==> config.mk <==
export PLATFORM = sky130hd
export DESIGN_NAME = tcb_acc_top
export DESIGN_NICKNAME = d
export VERILOG_FILES = /design/src/verilog/tcb_pkg.sv /design/src/verilog/tcb_acc_decode.sv /design/src/verilog/tcb_acc_execute.sv /design/src/verilog/tcb_acc_result.sv /design/src/verilog/tcb_mem_sub.sv /design/src/verilog/tcb_acc_top.sv
export SDC_FILE = /design/constraint.sdc
export NUM_CORES = 2
export LEC_CHECK = 0
export ABC_CLOCK_PERIOD_IN_PS = 5100
export BUFFER_PORTS_ARGS = -buffer_cell sky130_fd_sc_hd__buf_2
export CORE_MARGIN = 2
export CORE_UTILIZATION = 40
export CTS_BUF_LIST = sky130_fd_sc_hd__clkbuf_16
export DETAILED_ROUTE_END_ITERATION = 8
export SYNTH_ARGS = -nofsm -noshare
export SYNTH_HDL_FRONTEND = slang
export SYNTH_SLANG_ARGS = --single-unit
==> constraint.sdc <==
create_clock -name tcb -period 5.1 [get_ports tcb]
set_input_delay 0.255 -clock tcb [delete_from_list [all_inputs] [get_ports tcb]]
set_output_delay 0.255 -clock tcb [all_outputs]
set_load 0.05 [all_outputs]
==> src/verilog/tcb_pkg.sv <==
// tcb access engine shared types, opcode and decoder state encodings, width defaults
package tcb_pkg;

  ////////////////////////////////////////
  // width defaults
  ////////////////////////////////////////

  // byte address width
  localparam int unsigned ABW_DEF   = 16;
  // bus data width, multiple of 8
  localparam int unsigned DBW_DEF   = 32;
  // command length field, holds 1..MAX_LEN
  localparam int unsigned LEN_W_DEF = 4;

  ////////////////////////////////////////
  // encodings
  ////////////////////////////////////////

  // access direction
  // matches the bus wen polarity
  typedef enum logic {
    op_read  = 1'b0,
    op_write = 1'b1
  } acc_op_e;

  // decoder FSM
  // idle  -> waiting for a command
  // issue -> handing descriptors to execute
  // wait  -> all handed over, waiting for result done
  typedef enum logic [1:0] {
    st_idle  = 2'd0,
    st_issue = 2'd1,
    st_wait  = 2'd2
  } dec_state_e;

endpackage: tcb_pkg

==> src/verilog/tcb_acc_decode.sv <==
// access decoder, splits a byte command into word-aligned transfer descriptors
`timescale 1ns/1ps

module tcb_acc_decode
  import tcb_pkg::*;
#(
  parameter int unsigned ABW     = ABW_DEF,
  parameter int unsigned DBW     = DBW_DEF,
  parameter int unsigned MAX_LEN = 8,
  parameter int unsigned LEN_W   = LEN_W_DEF
)(
  input  logic                      tcb,
  input  logic                      rst_n,
  // command port
  input  logic                      cmd_vld,
  input  acc_op_e                   cmd_op,
  input  logic [ABW-1:0]            cmd_adr,
  input  logic [LEN_W-1:0]          cmd_len,
  input  logic [8*MAX_LEN-1:0]      cmd_wdt,
  output logic                      cmd_rdy,
  // end of access, from result
  input  logic                      done,
  // access summary to result
  output logic                      acc_start,
  output acc_op_e                   acc_op,
  output logic [$clog2(DBW/8)-1:0]  acc_off,
  output logic [LEN_W-1:0]          acc_len,
  output logic [LEN_W-1:0]          acc_num,
  // descriptor to execute
  output logic                      dsc_vld,
  output logic                      dsc_wen,
  output logic [ABW-1:0]            dsc_adr,
  output logic [DBW/8-1:0]          dsc_ben,
  output logic [DBW-1:0]            dsc_wdt,
  input  logic                      dsc_take
);

  localparam int unsigned BEW = DBW/8;
  localparam int unsigned OFW = $clog2(BEW);
  // wide enough for len + offset + rounding
  localparam int unsigned SPW = LEN_W + OFW + 1;

  dec_state_e           state;
  // index of the descriptor on offer
  logic [LEN_W-1:0]     idx;
  logic                 acc;
  logic [SPW-1:0]       span;
  // latched command
  logic [ABW-1:0]       base_r;
  logic [8*MAX_LEN-1:0] wdt_r;

  ////////////////////////////////////////
  // command acceptance
  ////////////////////////////////////////

  assign cmd_rdy = (state == st_idle);
  assign acc     = cmd_vld && cmd_rdy;

  // bytes from start of first word to end of access, rounded up to whole words
  assign span = SPW'(cmd_len) + SPW'(cmd_adr[OFW-1:0]) + SPW'(BEW-1);

  always_ff @(posedge tcb) begin
    if (!rst_n) begin
      state     <= st_idle;
      idx       <= '0;
      acc_start <= 1'b0;
    end else begin
      acc_start <= acc;
      case (state)
        st_idle: begin
          if (acc) begin
            state <= st_issue;
            idx   <= '0;
          end
        end
        st_issue: begin
          if (dsc_take) begin
            // last word handed over
            if (idx == acc_num - 1'b1) begin
              state <= st_wait;
            end
            idx <= idx + 1'b1;
          end
        end
        st_wait: begin
          if (done) begin
            state <= st_idle;
          end
        end
        default: state <= st_idle;
      endcase
    end
  end

  // command fields, held for the whole access
  always_ff @(posedge tcb) begin
    if (acc) begin
      acc_op  <= cmd_op;
      acc_off <= cmd_adr[OFW-1:0];
      acc_len <= cmd_len;
      acc_num <= LEN_W'(span >> OFW);
      base_r  <= {cmd_adr[ABW-1:OFW], {OFW{1'b0}}};
      wdt_r   <= cmd_wdt;
    end
  end

  ////////////////////////////////////////
  // descriptor generation
  ////////////////////////////////////////

  assign dsc_vld = (state == st_issue);
  assign dsc_wen = (acc_op == op_write);
  // word aligned, one word per index
  assign dsc_adr = base_r + (ABW'(idx) << OFW);

  // lane b of word idx holds access byte idx*BEW + b - off
  always_comb begin : lane_map
    int pos;
    int j;
    dsc_ben = '0;
    dsc_wdt = '0;
    for (int b = 0; b < int'(BEW); b++) begin
      pos = int'(idx) * int'(BEW) + b;
      j   = pos - int'(acc_off);
      // only bytes inside the access get an enable
      if (j >= 0 && j < int'(acc_len) && j < int'(MAX_LEN)) begin
        dsc_ben[b]        = 1'b1;
        dsc_wdt[8*b +: 8] = wdt_r[8*j +: 8];
      end
    end
  end

endmodule: tcb_acc_decode

==> src/verilog/tcb_acc_execute.sv <==
// request stage, places descriptors on the tcb request signals and holds them under stall
`timescale 1ns/1ps

module tcb_acc_execute
  import tcb_pkg::*;
#(
  parameter int unsigned ABW = ABW_DEF,
  parameter int unsigned DBW = DBW_DEF
)(
  input  logic             tcb,
  input  logic             rst_n,
  // descriptor from decode
  input  logic             dsc_vld,
  input  logic             dsc_wen,
  input  logic [ABW-1:0]   dsc_adr,
  input  logic [DBW/8-1:0] dsc_ben,
  input  logic [DBW-1:0]   dsc_wdt,
  output logic             dsc_take,
  // tcb request
  output logic             vld,
  output logic             wen,
  output logic [ABW-1:0]   adr,
  output logic [DBW/8-1:0] ben,
  output logic [DBW-1:0]   wdt,
  input  logic             rdy
);

  localparam int unsigned BEW = DBW/8;

  // request register
  logic           wen_r;
  logic [ABW-1:0] adr_r;
  logic [BEW-1:0] ben_r;
  logic [DBW-1:0] wdt_r;

  // slot is free when empty or its transfer completes this cycle
  // so the next word follows back to back
  assign dsc_take = dsc_vld && (!vld || rdy);

  always_ff @(posedge tcb) begin
    if (!rst_n) begin
      vld <= 1'b0;
    end else if (!vld || rdy) begin
      vld <= dsc_vld;
    end
  end

  // payload only moves on hand-over
  // stays put while vld && !rdy
  always_ff @(posedge tcb) begin
    if (dsc_take) begin
      wen_r <= dsc_wen;
      adr_r <= dsc_adr;
      ben_r <= dsc_ben;
      wdt_r <= dsc_wdt;
    end
  end

  ////////////////////////////////////////
  // bus drive
  ////////////////////////////////////////

  // defined zeros between transfers
  assign wen = vld & wen_r;
  assign adr = vld ? adr_r : '0;
  assign ben = vld ? ben_r : '0;
  assign wdt = vld ? wdt_r : '0;

endmodule: tcb_acc_execute

==> src/verilog/tcb_acc_result.sv <==
// response stage, reassembles read bytes, merges errors and signals access done
`timescale 1ns/1ps

module tcb_acc_result
  import tcb_pkg::*;
#(
  parameter int unsigned DBW     = DBW_DEF,
  parameter int unsigned MAX_LEN = 8,
  parameter int unsigned LEN_W   = LEN_W_DEF
)(
  input  logic                      tcb,
  input  logic                      rst_n,
  // access summary from decode
  input  logic                      acc_start,
  input  acc_op_e                   acc_op,
  input  logic [$clog2(DBW/8)-1:0]  acc_off,
  input  logic [LEN_W-1:0]          acc_len,
  input  logic [LEN_W-1:0]          acc_num,
  // tcb response
  input  logic                      rsp,
  input  logic [DBW-1:0]            rdt,
  input  logic                      err,
  // access result
  output logic                      done,
  output logic [8*MAX_LEN-1:0]      done_rdt,
  output logic                      done_err
);

  localparam int unsigned BEW = DBW/8;
  localparam int unsigned OFW = $clog2(BEW);

  // latched access summary
  acc_op_e              op_r;
  logic [OFW-1:0]       off_r;
  logic [LEN_W-1:0]     len_r;
  logic [LEN_W-1:0]     num_r;
  // responses seen so far, also the word index of the current one
  logic [LEN_W-1:0]     cnt;
  logic [8*MAX_LEN-1:0] rdt_nxt;

  ////////////////////////////////////////
  // byte placement
  ////////////////////////////////////////

  // lane b of word cnt is access byte cnt*BEW + b - off
  // lanes outside the access are dropped, so upper bytes stay zero
  always_comb begin : place
    int pos;
    int j;
    rdt_nxt = done_rdt;
    for (int b = 0; b < int'(BEW); b++) begin
      pos = int'(cnt) * int'(BEW) + b;
      j   = pos - int'(off_r);
      if (j >= 0 && j < int'(len_r) && j < int'(MAX_LEN)) begin
        rdt_nxt[8*j +: 8] = rdt[8*b +: 8];
      end
    end
  end

  ////////////////////////////////////////
  // counting and completion
  ////////////////////////////////////////

  always_ff @(posedge tcb) begin
    if (!rst_n) begin
      cnt      <= '0;
      done     <= 1'b0;
      done_err <= 1'b0;
    end else begin
      // one cycle after the last response
      done <= rsp && (cnt == num_r - 1'b1);
      if (acc_start) begin
        cnt      <= '0;
        done_err <= 1'b0;
      end else if (rsp) begin
        cnt      <= cnt + 1'b1;
        done_err <= done_err | err;
      end
    end
  end

  // summary and read buffer
  always_ff @(posedge tcb) begin
    if (acc_start) begin
      op_r     <= acc_op;
      off_r    <= acc_off;
      len_r    <= acc_len;
      num_r    <= acc_num;
      done_rdt <= '0;
    end else if (rsp && op_r == op_read) begin
      // writes leave the buffer cleared
      done_rdt <= rdt_nxt;
    end
  end

endmodule: tcb_acc_result

==> src/verilog/tcb_mem_sub.sv <==
// tcb subordinate memory with byte enables, external stall and out of range error
`timescale 1ns/1ps

module tcb_mem_sub
  import tcb_pkg::*;
#(
  parameter int unsigned ABW    = ABW_DEF,
  parameter int unsigned DBW    = DBW_DEF,
  parameter int unsigned MEM_AW = 6
)(
  input  logic             tcb,
  input  logic             rst_n,
  // back-pressure source
  input  logic             stall,
  // tcb request
  input  logic             vld,
  input  logic             wen,
  input  logic [ABW-1:0]   adr,
  input  logic [DBW/8-1:0] ben,
  input  logic [DBW-1:0]   wdt,
  output logic             rdy,
  // tcb response
  output logic             rsp,
  output logic [DBW-1:0]   rdt,
  output logic             err
);

  localparam int unsigned BEW = DBW/8;
  localparam int unsigned OFW = $clog2(BEW);

  logic [DBW-1:0]    mem [2**MEM_AW];
  logic              trn;
  logic              in_rng;
  logic [MEM_AW-1:0] wa;

  assign rdy = !stall;
  assign trn = vld && rdy;

  // word address must fit below 2^MEM_AW
  assign in_rng = ((adr[ABW-1:OFW] >> MEM_AW) == '0);
  assign wa     = adr[OFW +: MEM_AW];

  ////////////////////////////////////////
  // response pipeline
  ////////////////////////////////////////

  // exactly one response per transfer, next cycle
  always_ff @(posedge tcb) begin
    if (!rst_n) begin
      rsp <= 1'b0;
    end else begin
      rsp <= trn;
    end
  end

  always_ff @(posedge tcb) begin
    if (trn) begin
      err <= !in_rng;
      // full word on reads, zero for writes and errors
      if (wen || !in_rng) begin
        rdt <= '0;
      end else begin
        rdt <= mem[wa];
      end
    end
  end

  ////////////////////////////////////////
  // storage
  ////////////////////////////////////////

  // out of range writes are dropped
  always_ff @(posedge tcb) begin
    if (trn && wen && in_rng) begin
      for (int b = 0; b < int'(BEW); b++) begin
        if (ben[b]) begin
          mem[wa][8*b +: 8] <= wdt[8*b +: 8];
        end
      end
    end
  end

endmodule: tcb_mem_sub

==> src/verilog/tcb_acc_top.sv <==
// byte access engine top, decode, execute and result driving the subordinate memory
`timescale 1ns/1ps

module tcb_acc_top
  import tcb_pkg::*;
#(
  parameter int unsigned ABW     = ABW_DEF,
  parameter int unsigned DBW     = DBW_DEF,
  parameter int unsigned MAX_LEN = 8,
  parameter int unsigned LEN_W   = LEN_W_DEF,
  parameter int unsigned MEM_AW  = 6
)(
  input  logic                 tcb,
  input  logic                 rst_n,
  // command port
  input  logic                 cmd_vld,
  input  acc_op_e              cmd_op,
  input  logic [ABW-1:0]       cmd_adr,
  input  logic [LEN_W-1:0]     cmd_len,
  input  logic [8*MAX_LEN-1:0] cmd_wdt,
  output logic                 cmd_rdy,
  // memory back-pressure
  input  logic                 stall,
  // access result
  output logic                 done,
  output logic [8*MAX_LEN-1:0] done_rdt,
  output logic                 done_err
);

  localparam int unsigned BEW = DBW/8;
  localparam int unsigned OFW = $clog2(BEW);

  // decode to result
  logic             acc_start;
  acc_op_e          acc_op;
  logic [OFW-1:0]   acc_off;
  logic [LEN_W-1:0] acc_len;
  logic [LEN_W-1:0] acc_num;
  // decode to execute
  logic             dsc_vld;
  logic             dsc_wen;
  logic [ABW-1:0]   dsc_adr;
  logic [BEW-1:0]   dsc_ben;
  logic [DBW-1:0]   dsc_wdt;
  logic             dsc_take;
  // tcb bus
  logic             vld;
  logic             wen;
  logic [ABW-1:0]   adr;
  logic [BEW-1:0]   ben;
  logic [DBW-1:0]   wdt;
  logic             rdy;
  logic             rsp;
  logic [DBW-1:0]   rdt;
  logic             err;

  tcb_acc_decode #(
    .ABW     (ABW),
    .DBW     (DBW),
    .MAX_LEN (MAX_LEN),
    .LEN_W   (LEN_W)
  ) u_decode (
    .tcb       (tcb),
    .rst_n     (rst_n),
    .cmd_vld   (cmd_vld),
    .cmd_op    (cmd_op),
    .cmd_adr   (cmd_adr),
    .cmd_len   (cmd_len),
    .cmd_wdt   (cmd_wdt),
    .cmd_rdy   (cmd_rdy),
    .done      (done),
    .acc_start (acc_start),
    .acc_op    (acc_op),
    .acc_off   (acc_off),
    .acc_len   (acc_len),
    .acc_num   (acc_num),
    .dsc_vld   (dsc_vld),
    .dsc_wen   (dsc_wen),
    .dsc_adr   (dsc_adr),
    .dsc_ben   (dsc_ben),
    .dsc_wdt   (dsc_wdt),
    .dsc_take  (dsc_take)
  );

  tcb_acc_execute #(
    .ABW (ABW),
    .DBW (DBW)
  ) u_execute (
    .tcb      (tcb),
    .rst_n    (rst_n),
    .dsc_vld  (dsc_vld),
    .dsc_wen  (dsc_wen),
    .dsc_adr  (dsc_adr),
    .dsc_ben  (dsc_ben),
    .dsc_wdt  (dsc_wdt),
    .dsc_take (dsc_take),
    .vld      (vld),
    .wen      (wen),
    .adr      (adr),
    .ben      (ben),
    .wdt      (wdt),
    .rdy      (rdy)
  );

  tcb_acc_result #(
    .DBW     (DBW),
    .MAX_LEN (MAX_LEN),
    .LEN_W   (LEN_W)
  ) u_result (
    .tcb       (tcb),
    .rst_n     (rst_n),
    .acc_start (acc_start),
    .acc_op    (acc_op),
    .acc_off   (acc_off),
    .acc_len   (acc_len),
    .acc_num   (acc_num),
    .rsp       (rsp),
    .rdt       (rdt),
    .err       (err),
    .done      (done),
    .done_rdt  (done_rdt),
    .done_err  (done_err)
  );

  tcb_mem_sub #(
    .ABW    (ABW),
    .DBW    (DBW),
    .MEM_AW (MEM_AW)
  ) u_mem (
    .tcb   (tcb),
    .rst_n (rst_n),
    .stall (stall),
    .vld   (vld),
    .wen   (wen),
    .adr   (adr),
    .ben   (ben),
    .wdt   (wdt),
    .rdy   (rdy),
    .rsp   (rsp),
    .rdt   (rdt),
    .err   (err)
  );

endmodule: tcb_acc_top

* Word-level counts from Yosys, hierarchy flattened *
Memory sizes are Yosys's and may differ from the RTL's. A register that Yosys moved wholly into a read port is not among the register bits.
Cells that the tools add are included.

word-level totals
  register bits = 233
  word-level logic and storage cells = 170
  memory bits (writable) = 2048
  output and inout bits = 67
  input bits = 89
  memories = 1

operators by class
  order comparisons = 24
  add/sub/neg operators = 25
  multiplexer cells = 35
  reduce and logical (&&, ||, !) cells = 34
  equality and inequality tests = 8
  shifts and indexed selects = 12
  bitwise gates (word level) = 4

memories
  memory     words  width  read ports  clocked after memory_dff  write ports  line               source
  u_mem.mem  64     32     1           1                         1            tcb_mem_sub.sv:31  logic [DBW-1:0] mem [2**MEM_AW];

operators by type and width
  operator                   count
  $bwmux W64                 4
  $ge A32 B1 Y1 const B      8
  $lt A32 B5 Y1              8
  $lt A32 B5 Y1 const B      8
  $mux W64                   4
  $shift A8 B33 Y64 const A  4
  $shiftx A64 B32 Y8         4
  $shiftx A8 B33 Y64         4
  $sub A32 B3 Y32            6
  $neg A32 Y33               4
  $mux W32                   1
  $add A6 B2 Y7 const B      4
  $logic_and A1 B1 Y1        23
  $add A16 B6 Y16            1
  $mux W1                    16
  $mux W16                   1
  $add A6 B1 Y7 const B      2
  $logic_not A14 Y1          1
  $sub A6 B2 Y7              2
  $mux W4                    3
  $add A4 B1 Y4 const B      2
  $eq A4 B4 Y1               2
  $mux W2                    4
  $pmux W4 S2                1
  18 further kinds           25

* Depth between registers and ports, before layout *
  depth after elaboration = 11
  mapped depth = 19
  mapped depth without buffers = 14

* Modules after synthesis *
Synthesis repeated with hierarchy kept, for this count alone.

unflattened totals
  cell total of the unflattened synthesis = 6481
  area total of the unflattened synthesis = 96231.0 um^2

modules (own cells, without submodules)
  module           cells each  sequential area each (um^2)  times used  area an instance (um^2)
  tcb_mem_sub      4680        62510.0                      1           79497.5
  tcb_acc_result   1066        1731.7                       1           8500.7
  tcb_acc_decode   620         2782.7                       1           6175.9
  tcb_acc_execute  115         1611.5                       1           2057.0

* Least setup slack after synthesis *
OpenSTA, ideal clock, no wires.

  kind = register -> register
  from = register u_result.off_r[0]
  to = register u_result.done_rdt[8]
  period minus slack after synthesis = 4541 ps
  slack = 559 ps
  cell stages (with the launch flop) = 18
  buffers on the path = 4
  required time = 4983 ps
  arrival = 4424 ps
  setup time = 117 ps
  path through = edfxtp_1 > buf_2 > inv_1 > ha_1 > or2_2 > clkbuf_1 > o32ai_1 > and2_0 > clkbuf_1 > nand2_1 > ha_1 > nor4_1 > nand4_1 > nor4_1 > clkbuf_1 > nor3b_1 > nor2_1 > a22o_1

between the ends
  longest elaborated chain between the ends = 11
  elaborated cells on any way between the ends = 44
  classes of those cells = add/sub (8); order compare (12); shift (8); mux (8); reduce/logical (8)

RTL lines
  what                                                                   line                  source
  from (decl)                                                            tcb_acc_result.sv:34  logic [OFW-1:0] off_r;
  from (signal assigned)                                                 tcb_acc_result.sv:86  off_r <= acc_off;
  parallel branches: the longest is 10 deep, another holds $neg A32 Y33  -
  $mux W64 (*)                                                           tcb_acc_result.sv:54  if (j >= 0 && j < int'(len_r) && j < int'(MAX_LEN)) begin
  to (signal assigned)                                                   tcb_acc_result.sv:92  done_rdt <= rdt_nxt;
  to (decl)                                                              tcb_acc_result.sv:25  output logic [8*MAX_LEN-1:0] done_rdt,

Every way passes the cells marked *.
A chain may end at the register's enable or synchronous reset.

* Worst setup path after layout *
  from = register u_result.off_r[1]
  to = register u_result.done_rdt[25]

Same word-level chain as after synthesis.

==> reports/results.ini <==
[run_status]
outcome = finished clean

[setup_path]
worst_ep_required_time_ns = 5.86
crit_type = reg2reg
start_kind = register
arrival_ns = 5.44
cp_max_fo = 15
crit_path_end_kind = register

[logic_synthesis]
synth_seq_area_share = 0.717
syn_nets = 6832
yosysWarnings = 0
synth_flop_cell = edfxtp_1
mappedNetlistArea_um2 = 95700
ys_seq_elements = 2311
yosysUniqueCellTypes = 96
async_flop_share = 0
synth-edff-count = 2232
netlist_instances = 6679
synth_area_per_cell_um2 = 14.3

[grt]
grt_start_max_net_pins = 76
grt_overflow = 0
use_met1 = 0.373
grt.busiest_layer = met2
antenna_found_initial = 17
met3_usage = 0.0627
track_usage = 0.266
grt_pass1_vias = 61800
grt_pass1_wl_um = 468000
use_met2 = 0.402

[clocking]
cts-root-buf = clkbuf_16
clock_latency_ns = 0.89
path_clk_slew_ns = 0.07
htree_levels = 4
cts.sinks = 2311
numCtsBuffers = 228
clk_path_buf_depth = 3
cts_tree = done

[routing]
drtIter0Drc = 9523
drc = 0
drt_first_pass_iters = 6
wire_per_inst_um = 31.6
viasPerCell = 6.21
postRouteAntennaNets = 0
finalWirelength_um = 332000
num_vias = 65200

[worst_hold_path]
hold_class = in2reg

[floorplan]
ios = 156
initial_core_util = 0.402
rows = 179
die_h_um = 493
die-area_um2 = 243000
fp.coreArea_um2 = 238000
die_w_um = 493

[place]
pre_cts_slack_ns = 0.447
gp_congestion = 0.936
place_inst = 9974
io_buffers = 155
place_hpwl_um = 219000
dpl_cell_area_um2 = 103000

[sta]
final.setup.tns_ns = 0
setup_violations = 0
tightest_slew_ns = 1.47
drv_slew = 0
hold_violations = 0
min_period_ns = 4.69
timing.fmax_mhz = 213
fin_ws_ns = 0.415
fin_hold_ws_ns = 0.0814
finClkSkew_ns = 0.0649
slew_headroom = 0.0175
rsz0062_at_grt = no
period_share = 0.919

[power]
p_total_mw = 41.9
powerDensity_nw_per_um2 = 377
p_leak_nw = 36.3
ir_drop_uv = 330

[finish]
drive_gt1_frac = 0.164
area_delta_synth_final_pct = 16.0
final_area_um2 = 111000
final_util = 0.467
instances_no_fill = 10500
fin_nets = 7279

[run]
maxCapViolCount = 0

## logic make-up after synthesis
kind of cell,synth area share
AOI/OAI and AO/OA,0.128
DFF,0.717
and+or+nand+nor,0.0735
xor gates and xnor gates,0.00503
other,0.0000392
adders and majority gates,0.00853
muxes,0.0474
buffers and inverters,0.0204
## sequential cells by signal, indices dropped and copies added, names as in the netlist, 2 cells and up
| signal | cells |
|---|---|
| u_decode.acc_len | 4 |
| u_decode.acc_num | 4 |
| u_decode.acc_off | 2 |
| u_decode.base_r | 14 |
| u_decode.idx | 4 |
| u_decode.state | 2 |
| u_decode.wdt_r | 64 |
| u_execute.adr_r | 14 |
| u_execute.ben_r | 4 |
| u_execute.wdt_r | 32 |
| u_mem.mem | 2048 |
| u_mem.rdt | 32 |
| u_result.cnt | 4 |
| u_result.done_rdt | 64 |
| u_result.len_r | 4 |
| u_result.num_r | 4 |
| u_result.off_r | 2 |
## power by group
part | total (mW) | internal, mW | switching, mW
clock network | 16.7 | 9.26 | 7.47
logic | 3.89 | 1.20 | 2.69
registers | 21.3 | 21.0 | 0.221
## worst max-delay path: stages (launching register included)
cell and delay, ns:
edfxtp_1 0.50, inv_1 0.17, ha_1 0.30, nor2b_1 0.48
xnor2_1 0.18, nor2_1 0.50, nand3_1 0.14, ha_1 0.32
nor4_1 0.35, nand4_1 0.17, buf_4 0.21, nor4_2 0.41
buf_4 0.29, mux2_2 0.35, nand3_1 0.07, o311ai_0 0.13
## layout make-up
cell class	instances	area, µm²
repair buffers	683	5450
diodes	6	15.0
well taps	3167	3960
flip-flops and latches	2311	68600
fillers	20600	127000
clock buffers	228	5710
inverters	45	169
multi-input cells	3857	25400
clock inverters	201	1690
## routing by layer
metal / up-vias / part of all wire
met5: - / 0.00031
li1: 27200 / -
met1: 33200 / 0.40
met4: 18 / 0.042
met3: 665 / 0.11
met2: 4088 / 0.45
## timing repair
item / in CTS / in global routing
setup buffers: 0 / 0
endpoints found under the setup margin: 0 / 1
hold endpoints to repair: 117 / 0
gates resized for setup: 0 / 1
hold buffers: 89 / 0
## layout by cell type (no fill, tap or decap), types with 34 or more instances in the layout
cell and count:
o211ai_1 65, a22oi_1 215, o22ai_1 39, clkbuf_16 228, a211oi_1 69, a221o_1 86, o221ai_1 41, a221oi_1 118
a31oi_1 78, nand3_1 62, dfxtp_1 77, mux2_2 110, ha_1 62, a22o_1 84, inv_1 93, buf_4 399
dlygate4sd3_1 89, nor3_1 74, buf_12 39, a21oi_1 539, nor4_1 34, nor2_1 415, mux2i_1 139, buf_2 156
clkinv_1 59, nand2_1 796, mux4_2 84, edfxtp_1 2232, o21ai_0 200, clkinv_2 36
## cell usage after synthesis (16+ instances only)
master | n | area [µm²]
o211ai_1 | 65 | 488
a221oi_1 | 118 | 1030
a21oi_1 | 540 | 2700
a221o_1 | 86 | 861
o22ai_1 | 39 | 244
nor2_1 | 420 | 1580
ha_1 | 62 | 776
a22o_1 | 84 | 736
clkbuf_1 | 361 | 1360
a222oi_1 | 16 | 160
o221ai_1 | 41 | 359
and3_1 | 21 | 131
a41oi_1 | 18 | 158
a22oi_1 | 215 | 1610
mux2_2 | 110 | 1240
a311oi_1 | 30 | 263
nor3_1 | 76 | 380
buf_1 | 85 | 319
nand2_1 | 802 | 3010
a211oi_1 | 69 | 518
nor2b_1 | 36 | 225
o21ai_0 | 201 | 1010
nand3_1 | 63 | 315
buf_2 | 19 | 95.1
and2_1 | 61 | 382
a31oi_1 | 78 | 488
or3_1 | 17 | 106
nand2b_1 | 22 | 138
edfxtp_1 | 2232 | 67000
a2111oi_0 | 23 | 201
dfxtp_1 | 79 | 1580
nor4_1 | 37 | 231
inv_1 | 39 | 146
xnor2_1 | 33 | 289
o2bb2ai_1 | 18 | 158
mux4_2 | 84 | 1890
mux2i_1 | 139 | 1390
## path summary, 6_finish.rpt
path / from / end / cells after the start / slack (ns)
min: cmd_wdt[37] / u_decode.wdt_r[37] / 2 / 0.08
max: u_result.off_r[1] / u_result.done_rdt[25] / 15 / 0.41
min reg2reg: u_decode.acc_num[3] / u_result.num_r[3] / 0 / 0.48
max reg2reg: u_result.off_r[1] / u_result.done_rdt[25] / 15 / 0.41
Power figures use the tool's default switching activity.
